## config.mk

```make
export PLATFORM = sky130hd
export DESIGN_NAME = sens_sync_top
export DESIGN_NICKNAME = d
export VERILOG_FILES = /design/src/source/sens_sync_pkg.sv /design/src/source/sens_sync_top.sv /design/src/source/late_sync_gen.sv /design/src/source/frame_sync_filter.sv /design/src/source/sync_regs.sv /design/src/source/cmd_deser.sv
export VERILOG_INCLUDE_DIRS = /design/src /design/src/include
export SDC_FILE = /design/constraint.sdc
export NUM_CORES = 1
export LEC_CHECK = 0
export BUFFER_PORTS_ARGS = -buffer_cell sky130_fd_sc_hd__buf_4
export CORE_MARGIN = 2
export CORE_UTILIZATION = 50
export DETAILED_ROUTE_END_ITERATION = 10
export GPL_TIMING_DRIVEN = 0
export PLACE_DENSITY_LB_ADDON = 0.05
export SLEW_MARGIN = 20
export SYNTH_ARGS = -nofsm -noshare
export SYNTH_HDL_FRONTEND = slang
export SYNTH_SLANG_ARGS = --single-unit
export TNS_END_PERCENT = 20
```

## constraint.sdc

```tcl
create_clock -name mclk -period 2.7 [get_ports mclk]
set_input_delay 0.27 -clock mclk [delete_from_list [all_inputs] [get_ports mclk]]
set_output_delay 0.27 -clock mclk [all_outputs]
set_load 0.01 [all_outputs]
```

## src/include/sens_sync_settings.svh

```systemverilog
/*
 * Build-time settings for the sensor frame-sync block.
 * Holds the command address decode, the command length, the counter
 * widths and the reset defaults. Pulled in by the package and by every
 * stage that needs a constant; the guard keeps repeated includes harmless.
 */
`ifndef SENS_SYNC_SETTINGS_SVH
`define SENS_SYNC_SETTINGS_SVH

// command decode
`define SENS_SYNC_ADDR       16'h0404  // base address of the register group
`define SENS_SYNC_MASK       16'h07fc  // two low bits pick one of four registers
`define SENS_SYNC_NUM_BYTES  6         // al, ah, d0..d3

// register indices inside the group, 0 and 1 unused
`define SENS_SYNC_IDX_MULT   2'd2      // frames to combine, minus one
`define SENS_SYNC_IDX_LATE   2'd3      // line starts before delayed sof

// counter widths
`define SENS_SYNC_FBITS      16        // sub-frame counter
`define SENS_SYNC_LBITS      16        // line counter for sof_late

// defaults and limits
`define SENS_SYNC_LATE_DFLT  15        // line delay after reset
`define SENS_SYNC_MINBITS    8         // minimum-period counter width
`define SENS_SYNC_MINPER     130       // min cycles between accepted frames

`endif
```

## src/source/sens_sync_pkg.sv

```systemverilog
/*
 * Shared types for the sensor frame-sync pipeline.
 * Vector typedefs give the counter and command widths a name, the
 * packed structs bundle a register write, the live configuration and
 * the raw sensor events. Stages pick these up by wildcard import.
 */
package sens_sync_pkg;

`include "sens_sync_settings.svh"

    // plain vectors with a meaning
    typedef logic [`SENS_SYNC_FBITS-1:0] frame_cnt_t;  // sub-frame count
    typedef logic [`SENS_SYNC_LBITS-1:0] line_cnt_t;   // line count
    typedef logic [1:0]                  reg_idx_t;    // register select
    typedef logic [31:0]                 cmd_data_t;   // command payload

    // one register write out of the deserializer
    typedef struct packed {
        logic      valid;  // single-cycle write strobe
        reg_idx_t  idx;    // low address bits
        cmd_data_t data;   // d3..d0
    } cmd_wr_t;

    // live configuration seen by filter and late stage
    typedef struct packed {
        frame_cnt_t sub_frames;  // frames to merge minus one
        line_cnt_t  line_dly;    // line starts before sof_late
    } sync_cfg_t;

    // sensor event pulses, all single cycle except hact
    typedef struct packed {
        logic sof;   // start of frame
        logic eof;   // end of frame
        logic hact;  // line active level
    } sens_evt_t;

endpackage

```

## src/source/sens_sync_top.sv

```systemverilog
/*
 * Frame-sync block of one sensor channel.
 * Chains the command receiver, the configuration registers, the sof
 * filter and the delayed-sof generator. All logic runs on mclk; every
 * strobe in and out is a single cycle with no back-pressure.
 */
`timescale 1ns/1ps

module sens_sync_top
    import sens_sync_pkg::*;
(
    input  logic       mclk,
    input  logic       arst_n,
    input  logic       en,            // channel enable
    input  sens_evt_t  sens_evt,      // sof, eof, hact from the sensor
    input  logic       trigger_mode,  // 1 triggered, 0 free running
    input  logic       trig_in,       // system trigger pulse
    input  logic [7:0] cmd_ad,        // command bytes
    input  logic       cmd_stb,       // first command byte marker
    output logic       trig,          // trigger level to the sensor
    output logic       sof_out,       // filtered start of frame
    output logic       sof_late       // delayed start of frame
);

    cmd_wr_t   cmd_wr;   // register write
    sync_cfg_t cfg;      // live configuration
    logic      sof_acc;  // accepted frame

    cmd_deser cmd_deser_i (
        .mclk    (mclk),
        .arst_n  (arst_n),
        .cmd_ad  (cmd_ad),
        .cmd_stb (cmd_stb),
        .cmd_wr  (cmd_wr)
    );

    sync_regs sync_regs_i (
        .mclk    (mclk),
        .arst_n  (arst_n),
        .cmd_wr  (cmd_wr),
        .cfg     (cfg)
    );

    frame_sync_filter frame_sync_filter_i (
        .mclk         (mclk),
        .arst_n       (arst_n),
        .en           (en),
        .sens_evt     (sens_evt),
        .trigger_mode (trigger_mode),
        .trig_in      (trig_in),
        .cfg          (cfg),
        .trig         (trig),
        .sof_acc      (sof_acc)
    );

    late_sync_gen late_sync_gen_i (
        .mclk     (mclk),
        .arst_n   (arst_n),
        .en       (en),
        .sens_evt (sens_evt),
        .sof_acc  (sof_acc),
        .cfg      (cfg),
        .sof_late (sof_late)
    );

    assign sof_out = sof_acc;  // accepted strobe goes straight out

endmodule

```

## src/source/late_sync_gen.sv

```systemverilog
/*
 * Delayed start-of-frame generator.
 * After an accepted frame it waits for cfg.line_dly + 1 line starts, or
 * for the end of frame if that comes first, then emits sof_late one
 * cycle after the event. A line start is the rising edge of hact.
 */
`timescale 1ns/1ps

module late_sync_gen
    import sens_sync_pkg::*;
(
    input  logic      mclk,
    input  logic      arst_n,
    input  logic      en,        // low clears pending, output stays low
    input  sens_evt_t sens_evt,  // eof and hact used
    input  logic      sof_acc,   // accepted frame strobe
    input  sync_cfg_t cfg,
    output logic      sof_late   // delayed frame strobe
);

    logic      hact_r;      // hact one cycle back
    logic      line_start;
    logic      pending;     // waiting to emit sof_late
    line_cnt_t lines_left;  // line starts still to pass
    logic      last_line;
    logic      fire;

    assign line_start = sens_evt.hact && !hact_r;
    assign last_line  = (lines_left == '0);
    assign fire       = pending && (sens_evt.eof || (line_start && last_line));

    // hact edge detector
    always_ff @(posedge mclk or negedge arst_n) begin
        if (!arst_n) begin
            hact_r <= 1'b0;
        end else begin
            hact_r <= sens_evt.hact;
        end
    end

    // pending flag and line countdown
    always_ff @(posedge mclk or negedge arst_n) begin
        if (!arst_n) begin
            pending    <= 1'b0;
            lines_left <= '0;
        end else if (!en) begin
            pending    <= 1'b0;
            lines_left <= cfg.line_dly;  // parked at load value
        end else if (sof_acc) begin
            pending    <= 1'b1;          // new frame restarts the wait
            lines_left <= cfg.line_dly;
        end else if (fire) begin
            pending    <= 1'b0;
        end else if (pending && line_start) begin
            lines_left <= lines_left - 1'b1;
        end
    end

    // output strobe
    always_ff @(posedge mclk or negedge arst_n) begin
        if (!arst_n) begin
            sof_late <= 1'b0;
        end else begin
            sof_late <= en && fire;
        end
    end

endmodule

```

## src/source/frame_sync_filter.sv

```systemverilog
/*
 * Start-of-frame filter.
 * Passes a sensor sof as sof_acc when the sub-frame countdown is at zero,
 * the minimum-period hold has run out and the frame is admitted, either
 * freely (free-running mode, or first frame in trigger mode), by trig,
 * or by the overdue flag. Also drives the trigger level to the sensor.
 * sof_acc is registered and follows the sof by one cycle.
 */
`timescale 1ns/1ps

`include "sens_sync_settings.svh"

module frame_sync_filter
    import sens_sync_pkg::*;
(
    input  logic      mclk,
    input  logic      arst_n,
    input  logic      en,            // low holds counters, blocks outputs
    input  sens_evt_t sens_evt,      // only sof used here
    input  logic      trigger_mode,  // 1 triggered, 0 free running
    input  logic      trig_in,       // single-cycle system trigger
    input  sync_cfg_t cfg,
    output logic      trig,          // level to the sensor
    output logic      sof_acc        // accepted start of frame
);

    localparam int MB = `SENS_SYNC_MINBITS;
    localparam logic [MB-1:0] HOLD_LOAD = MB'(`SENS_SYNC_MINPER - 1);  // sof cycle counts too

    frame_cnt_t    frames_left;  // sofs still to swallow
    logic [MB-1:0] period_cnt;   // min-period countdown
    logic          zero_left;
    logic          period_hold;
    logic          free_adm;     // admit without trigger
    logic          overdue;      // trigger came while trig already high
    logic          sof_pre;      // accept decision for this sof

    assign zero_left   = (frames_left == '0);
    assign period_hold = (period_cnt != '0);
    assign sof_pre     = en && sens_evt.sof && zero_left && !period_hold &&
                         (free_adm || trig || overdue);

    // sub-frame countdown, linescan merging
    always_ff @(posedge mclk or negedge arst_n) begin
        if (!arst_n) begin
            frames_left <= '0;
        end else if (!en || (sens_evt.sof && zero_left)) begin
            frames_left <= cfg.sub_frames;  // reload, hold while disabled
        end else if (sens_evt.sof) begin
            frames_left <= frames_left - 1'b1;
        end
    end

    // free admission, first sof in trigger mode uses it up
    always_ff @(posedge mclk or negedge arst_n) begin
        if (!arst_n) begin
            free_adm <= 1'b1;
        end else if (!trigger_mode || !en) begin
            free_adm <= 1'b1;
        end else if (sens_evt.sof) begin
            free_adm <= 1'b0;
        end
    end

    // trigger level, toggles per trig_in, dropped at sof
    always_ff @(posedge mclk or negedge arst_n) begin
        if (!arst_n) begin
            trig <= 1'b0;
        end else if (!en || !trigger_mode || sens_evt.sof) begin
            trig <= 1'b0;
        end else if (trig_in) begin
            trig <= ~trig;
        end
    end

    // overdue bypass, long exposure would otherwise halve the rate for good
    always_ff @(posedge mclk or negedge arst_n) begin
        if (!arst_n) begin
            overdue <= 1'b0;
        end else if (sof_pre || !trigger_mode) begin
            overdue <= 1'b0;
        end else if (trig_in) begin
            overdue <= trig;  // second trigger before a frame
        end
    end

    // minimum frame period
    always_ff @(posedge mclk or negedge arst_n) begin
        if (!arst_n) begin
            period_cnt <= '0;
        end else if (!en) begin
            period_cnt <= '0;
        end else if (sof_pre) begin
            period_cnt <= HOLD_LOAD;
        end else if (period_hold) begin
            period_cnt <= period_cnt - 1'b1;
        end
    end

    always_ff @(posedge mclk or negedge arst_n) begin
        if (!arst_n) begin
            sof_acc <= 1'b0;
        end else begin
            sof_acc <= sof_pre;
        end
    end

endmodule

```

## src/source/sync_regs.sv

```systemverilog
/*
 * Configuration registers of the frame-sync block.
 * Takes register writes from the command receiver and keeps the
 * sub-frame count (index 2) and the late-sync line delay (index 3).
 * Writes to indices 0 and 1 are accepted on the bus and have no effect.
 * The new value is visible the cycle after the write strobe.
 */
`timescale 1ns/1ps

`include "sens_sync_settings.svh"

module sync_regs
    import sens_sync_pkg::*;
(
    input  logic      mclk,
    input  logic      arst_n,
    input  cmd_wr_t   cmd_wr,  // write strobe, index, data
    output sync_cfg_t cfg      // current settings
);

    localparam frame_cnt_t SUB_DFLT  = '0;  // every frame passes
    localparam line_cnt_t  LATE_DFLT = line_cnt_t'(`SENS_SYNC_LATE_DFLT);

    logic wr_mult;  // write to sub-frame register
    logic wr_late;  // write to line delay register

    assign wr_mult = cmd_wr.valid && (cmd_wr.idx == `SENS_SYNC_IDX_MULT);
    assign wr_late = cmd_wr.valid && (cmd_wr.idx == `SENS_SYNC_IDX_LATE);

    // sub-frame count, low data bits only
    always_ff @(posedge mclk or negedge arst_n) begin
        if (!arst_n) begin
            cfg.sub_frames <= SUB_DFLT;
        end else if (wr_mult) begin
            cfg.sub_frames <= cmd_wr.data[`SENS_SYNC_FBITS-1:0];
        end
    end

    // line delay for sof_late
    always_ff @(posedge mclk or negedge arst_n) begin
        if (!arst_n) begin
            cfg.line_dly <= LATE_DFLT;
        end else if (wr_late) begin
            cfg.line_dly <= cmd_wr.data[`SENS_SYNC_LBITS-1:0];
        end
    end

endmodule

```

## src/source/cmd_deser.sv

```systemverilog
/*
 * Byte-serial command receiver.
 * cmd_stb marks the address-low byte; five more bytes follow on the next
 * cycles without a strobe. After the sixth byte the address is checked
 * against the base and mask and a one-cycle register write is issued,
 * carrying the two low address bits as index and the 32-bit data.
 */
`timescale 1ns/1ps

`include "sens_sync_settings.svh"

module cmd_deser
    import sens_sync_pkg::*;
(
    input  logic       mclk,
    input  logic       arst_n,
    input  logic [7:0] cmd_ad,   // address/data byte
    input  logic       cmd_stb,  // high with the first byte only
    output cmd_wr_t    cmd_wr    // one write per matching command
);

    localparam int NB  = `SENS_SYNC_NUM_BYTES;
    localparam int SRW = NB * 8;          // whole command in bits
    localparam int CW  = $clog2(NB);      // byte counter width

    logic [CW-1:0]  byte_cnt;   // 0 idle, else index of next byte
    logic [SRW-1:0] sr;         // assembled command, byte 0 lowest
    logic [SRW-1:0] sr_nxt;
    logic [15:0]    addr_nxt;   // address as it will be after this byte
    logic           collecting;
    logic           last_byte;
    logic           addr_hit;
    logic           wr_vld;

    assign collecting = cmd_stb || (byte_cnt != '0);
    assign sr_nxt     = {cmd_ad, sr[SRW-1:8]};  // new byte enters at top
    assign addr_nxt   = sr_nxt[15:0];
    assign addr_hit   = (addr_nxt & `SENS_SYNC_MASK) == (`SENS_SYNC_ADDR & `SENS_SYNC_MASK);
    assign last_byte  = !cmd_stb && (byte_cnt == CW'(NB - 1));  // restart wins

    // byte counter, restarts on every strobe
    always_ff @(posedge mclk or negedge arst_n) begin
        if (!arst_n) begin
            byte_cnt <= '0;
        end else if (cmd_stb) begin
            byte_cnt <= CW'(1);  // byte 0 taken now
        end else if (last_byte) begin
            byte_cnt <= '0;      // command complete
        end else if (byte_cnt != '0) begin
            byte_cnt <= byte_cnt + 1'b1;
        end
    end

    // write strobe, one cycle after the last byte
    always_ff @(posedge mclk or negedge arst_n) begin
        if (!arst_n) begin
            wr_vld <= 1'b0;
        end else begin
            wr_vld <= last_byte && addr_hit;  // foreign addresses dropped
        end
    end

    // shift register, only moves while a command is coming in
    always_ff @(posedge mclk) begin
        if (collecting) begin
            sr <= sr_nxt;
        end
    end

    // held steady while wr_vld is up
    assign cmd_wr = '{valid: wr_vld,
                      idx:   reg_idx_t'(sr[1:0]),
                      data:  cmd_data_t'(sr[SRW-1:16])};

endmodule

```

==> impl_summary.txt <==
----------------------------------------------------
[Synthesis]
  Post-synthesis instance area ... 5440 µm²
  Area share of the leading cell type in the synthesized netlist ... 35.9%
  Cell type with the largest total area after synthesis ... sky130_fd_sc_hd__dfrtp_1
  Post-Syn Instances ... 437
  Sequential fraction of the synthesis area ... 61.5%
  Top post-synthesis cells by area ... sky130_fd_sc_hd__dfrtp_1 36%, sky130_fd_sc_hd__edfxtp_1 23%, sky130_fd_sc_hd__mux2_2 7.0%
  Most used flip-flop cell after synthesis ... sky130_fd_sc_hd__dfrtp_1
  Synthesized flop and latch total ... 125
  Syn Nets ... 462
  Syn_area_per_cell ... 12.4 µm²
  Count of flip-flops with a built-in enable after synthesis ... 42
  Synth cell types ... 63
  Yosys warnings ... 0
  Async SR Flop Fraction ... 66.4%

[GRT]
  Antenna violations before repair ... 0
  All-Layer GR Usage ... 20.7%
  Overflow after GRT ... 0
  Maximum number of pins on one net before global-route repair ... 84
  Global-route wire length before repair ... 18100 µm
  Via count of the first global-routing pass ... 3540

[Floorplanning]
  Die footprint ... 11700 µm²
  Effective utilization at floorplan ... 50.6%
  Core Area ... 10700 µm²
  Die width ... 108 µm
  Placement row count ... 38
  Boundary Pins ... 20
  Height of the chip ... 108 µm

[Placed design]
  HPWL after detailed placement ... 7170 µm
  Gp weighted congestion ... 0.843
  Buffers on Ports ... 18
  Cell count after placement ... 596

[Clock tree]
  Number of buffers inserted by post-CTS setup repair ... 0
  Max Buffers Root-to-Sink ... 2
  Number of buffers created by CTS ... 17
  Worst-skew pair later-pin latency ... 520 ps
  Root buf cell ... sky130_fd_sc_hd__clkbuf_8
  TritonCTS clock tree ... yes
  Clock sink total ... 125
  Clock H-tree levels ... 4
  Clock Pin Slew Worst Setup and Hold Paths ... 60 ps

[Timing]
  Setup repair after global routing missed its margin ... false
  Setup TNS ... 0 ps
  Final clock skew ... 7.62 ps
  Final setup vio count ... 0
  Number of hold violations in the final report ... 0
  Slew HR ... 49.5%
  Period minus WS final ... 2570 ps
  Tightest Pin Transition ... 755 ps
  Final max-slew violation count ... 0
  Maximum clock rate ... 0.389 GHz
  Share of the clock period used by the worst path after layout ... 95.2%

[Finish]
  Antenna fix cells ... 0
  Fraction of final layout cells with drive strength greater than 1 ... 21.2%
  Final cell count without fillers ... 640
  Number of nets in the final layout ... 512
  Area growth from synthesis to layout ... 18.8%
  Most common cell after layout, fill and taps aside ... sky130_fd_sc_hd__dfrtp_1
  Commonest non-fill, non-tap cells in the layout ... 78 x sky130_fd_sc_hd__dfrtp_1, 42 x sky130_fd_sc_hd__edfxtp_1, 34 x sky130_fd_sc_hd__mux2_2

[Detailed routing]
  Router iterations before antenna repair ... 4
  Via count ... 3565
  WL per Instance ... 17.0 µm
  Total Wirelength ... 10900 µm
  Average vias per placed instance ... 5.57
  Drt first-iter violations ... 251
  DRC violations left ... 0
  Number of nets with antenna violations after routing ... 0

[Critical path]
  Endpoint of the worst register-to-register path ... frame_sync_filter_i.frames_left[8]
  Critical-path cell list ... or4_1 > buf_2 > or4b_4 > o21ai_4 > buf_6 > nor2_1 > a22o_1
  WP data arrival ... 2980 ps
  Slowest stage cell on the critical path ... sky130_fd_sc_hd__or4b_4
  Source of the worst register-to-register timing path ... frame_sync_filter_i.frames_left[4]
  Type of the worst setup path ... reg2reg
  Depth of the worst register-to-register path ... 7
  Largest fanout on the critical path ... 10
  Crit start category ... register
  Crit-path max cell delay ... 580 ps
  R2r setup slk ... 130 ps
  Required arrival time at the worst endpoint ... 3110 ps
  Element type at the critical path end ... register

[Hold path]
  Min-Delay Endpoint ... late_sync_gen_i.sof_late
  Class of the tightest hold or removal check ... in2reg
  Start point of the worst hold path ... sens_evt[1]
  Depth of the worst hold-timing path ... 3

[Power and ir drop]
  P_leak ... 2.78 nW
  Pwr Total ... 0.00550 W
  Power per cell area ... 852 nW/µm²
  Highest ir drop seen on vdd ... 473 µV

[Run]
  Max cap viols ... 0

[Outcome]
  Result of the run ... completed

----------------------------------------------------
## sequential cells by signal (all words and copies together) (netlist names), 3 cells and up
signal	flops
cmd_deser_i.sr	42
cmd_deser_i.byte_cnt	3
frame_sync_filter_i.frames_left	16
sync_regs_i.cfg	32
frame_sync_filter_i.period_cnt	8
late_sync_gen_i.lines_left	16
## cell families after synthesis
kind of cell	share of synthesized area, %
multiplexers	7.96
adder cells (fa/ha/maj)	1.84
AO/OA/AOI/OAI	9.39
XOR/XNOR	2.26
buffers and inverters	1.91
flip-flops	61.5
AND/OR/NAND/NOR	15.1
## area by class of cell
| cell class | instances | area, µm² |
|---|---|---|
| fillers | 887 | 4290 |
| flip-flops and latches | 125 | 3340 |
| multi-input cells | 287 | 2010 |
| clock buffers | 17 | 414 |
| repair buffers | 31 | 279 |
| well taps | 140 | 175 |
| clock inverters | 15 | 138 |
| plain buffers | 13 | 58.8 |
| inverters | 12 | 45.0 |
## critical path, delay by kind of cell, from the launching register on
family | cells | cell delay, ps
compound gates | 2 | 480
buf+inv | 2 | 370
flops | 1 | 420
simple gates | 3 | 1170
## power by group
| group | internal [W] | leakage, nW | switching, W |
|---|---|---|---|
| Sequential | 0.00239 | 1.55 | 0.000250 |
| Combinational | 0.000326 | 0.959 | 0.000425 |
| Clock | 0.00123 | 0.278 | 0.000882 |
## timing repair
item / in CTS / in global routing
resized for setup: 1 / 2
hold buffers: 12 / 0
endpoints found under the hold margin: 90 / 0
gates cloned: 0 / 0
endpoints found under the setup margin: 2 / 2
## layer usage
metal / global-route usage, % / share of wire, %
met1: 27.9 / 47
met2: 32.3 / 48
met3: 5.97 / 3.7
met4: 6.96 / 1.4
met5: 0 / 0
## stage by stage
stage / area, µm² / hold slack [ps] / setup slack, ps / util, %
2_1_floorplan: 5440 / -25.6 / 387 / -
3_3_place_gp: 5750 / 400 / -20.2 / 53.5
3_5_place_dp: 5770 / 405 / -41.2 / 53.7
4_1_cts: 6450 / 10.5 / 121 / 60.0
5_1_grt: 6460 / 31.9 / 22.7 / 60.1
6_report: 6460 / 37.9 / 130 / 60.1
## how the worst max path moves through the flow
stage / start / end / slack (ps) / cells after the start
floorplan: frame_sync_filter_i.frames_left[4] / frame_sync_filter_i.period_cnt[1] / 390 / 6
global placement: frame_sync_filter_i.frames_left[0] / frame_sync_filter_i.frames_left[8] / -20 / 7
detailed placement: frame_sync_filter_i.frames_left[0] / frame_sync_filter_i.frames_left[8] / -40 / 7
CTS: frame_sync_filter_i.frames_left[4] / frame_sync_filter_i.frames_left[13] / 120 / 6
global route: frame_sync_filter_i.frames_left[4] / frame_sync_filter_i.frames_left[8] / 20 / 7
finish: frame_sync_filter_i.frames_left[4] / frame_sync_filter_i.frames_left[8] / 130 / 7
## synthesized netlist by cell type, types with 5 or more instances
library cell and n:
sky130_fd_sc_hd__nand2b_1 6, sky130_fd_sc_hd__o21ai_0 17, sky130_fd_sc_hd__nand2_1 32, sky130_fd_sc_hd__dfstp_2 5, sky130_fd_sc_hd__a31oi_1 5, sky130_fd_sc_hd__ha_1 8, sky130_fd_sc_hd__xor2_1 5, sky130_fd_sc_hd__nor2_1 32
sky130_fd_sc_hd__nor2b_1 5, sky130_fd_sc_hd__nor3_1 11, sky130_fd_sc_hd__clkbuf_1 9, sky130_fd_sc_hd__mux2_2 34, sky130_fd_sc_hd__or4_1 7, sky130_fd_sc_hd__mux2i_1 5, sky130_fd_sc_hd__dfrtp_1 78, sky130_fd_sc_hd__inv_1 11
sky130_fd_sc_hd__or3_1 9, sky130_fd_sc_hd__edfxtp_1 42, sky130_fd_sc_hd__nor4_1 5, sky130_fd_sc_hd__a21oi_1 25, sky130_fd_sc_hd__xnor2_1 9, sky130_fd_sc_hd__nand3_1 13
Power figures use the tool's default switching activity.
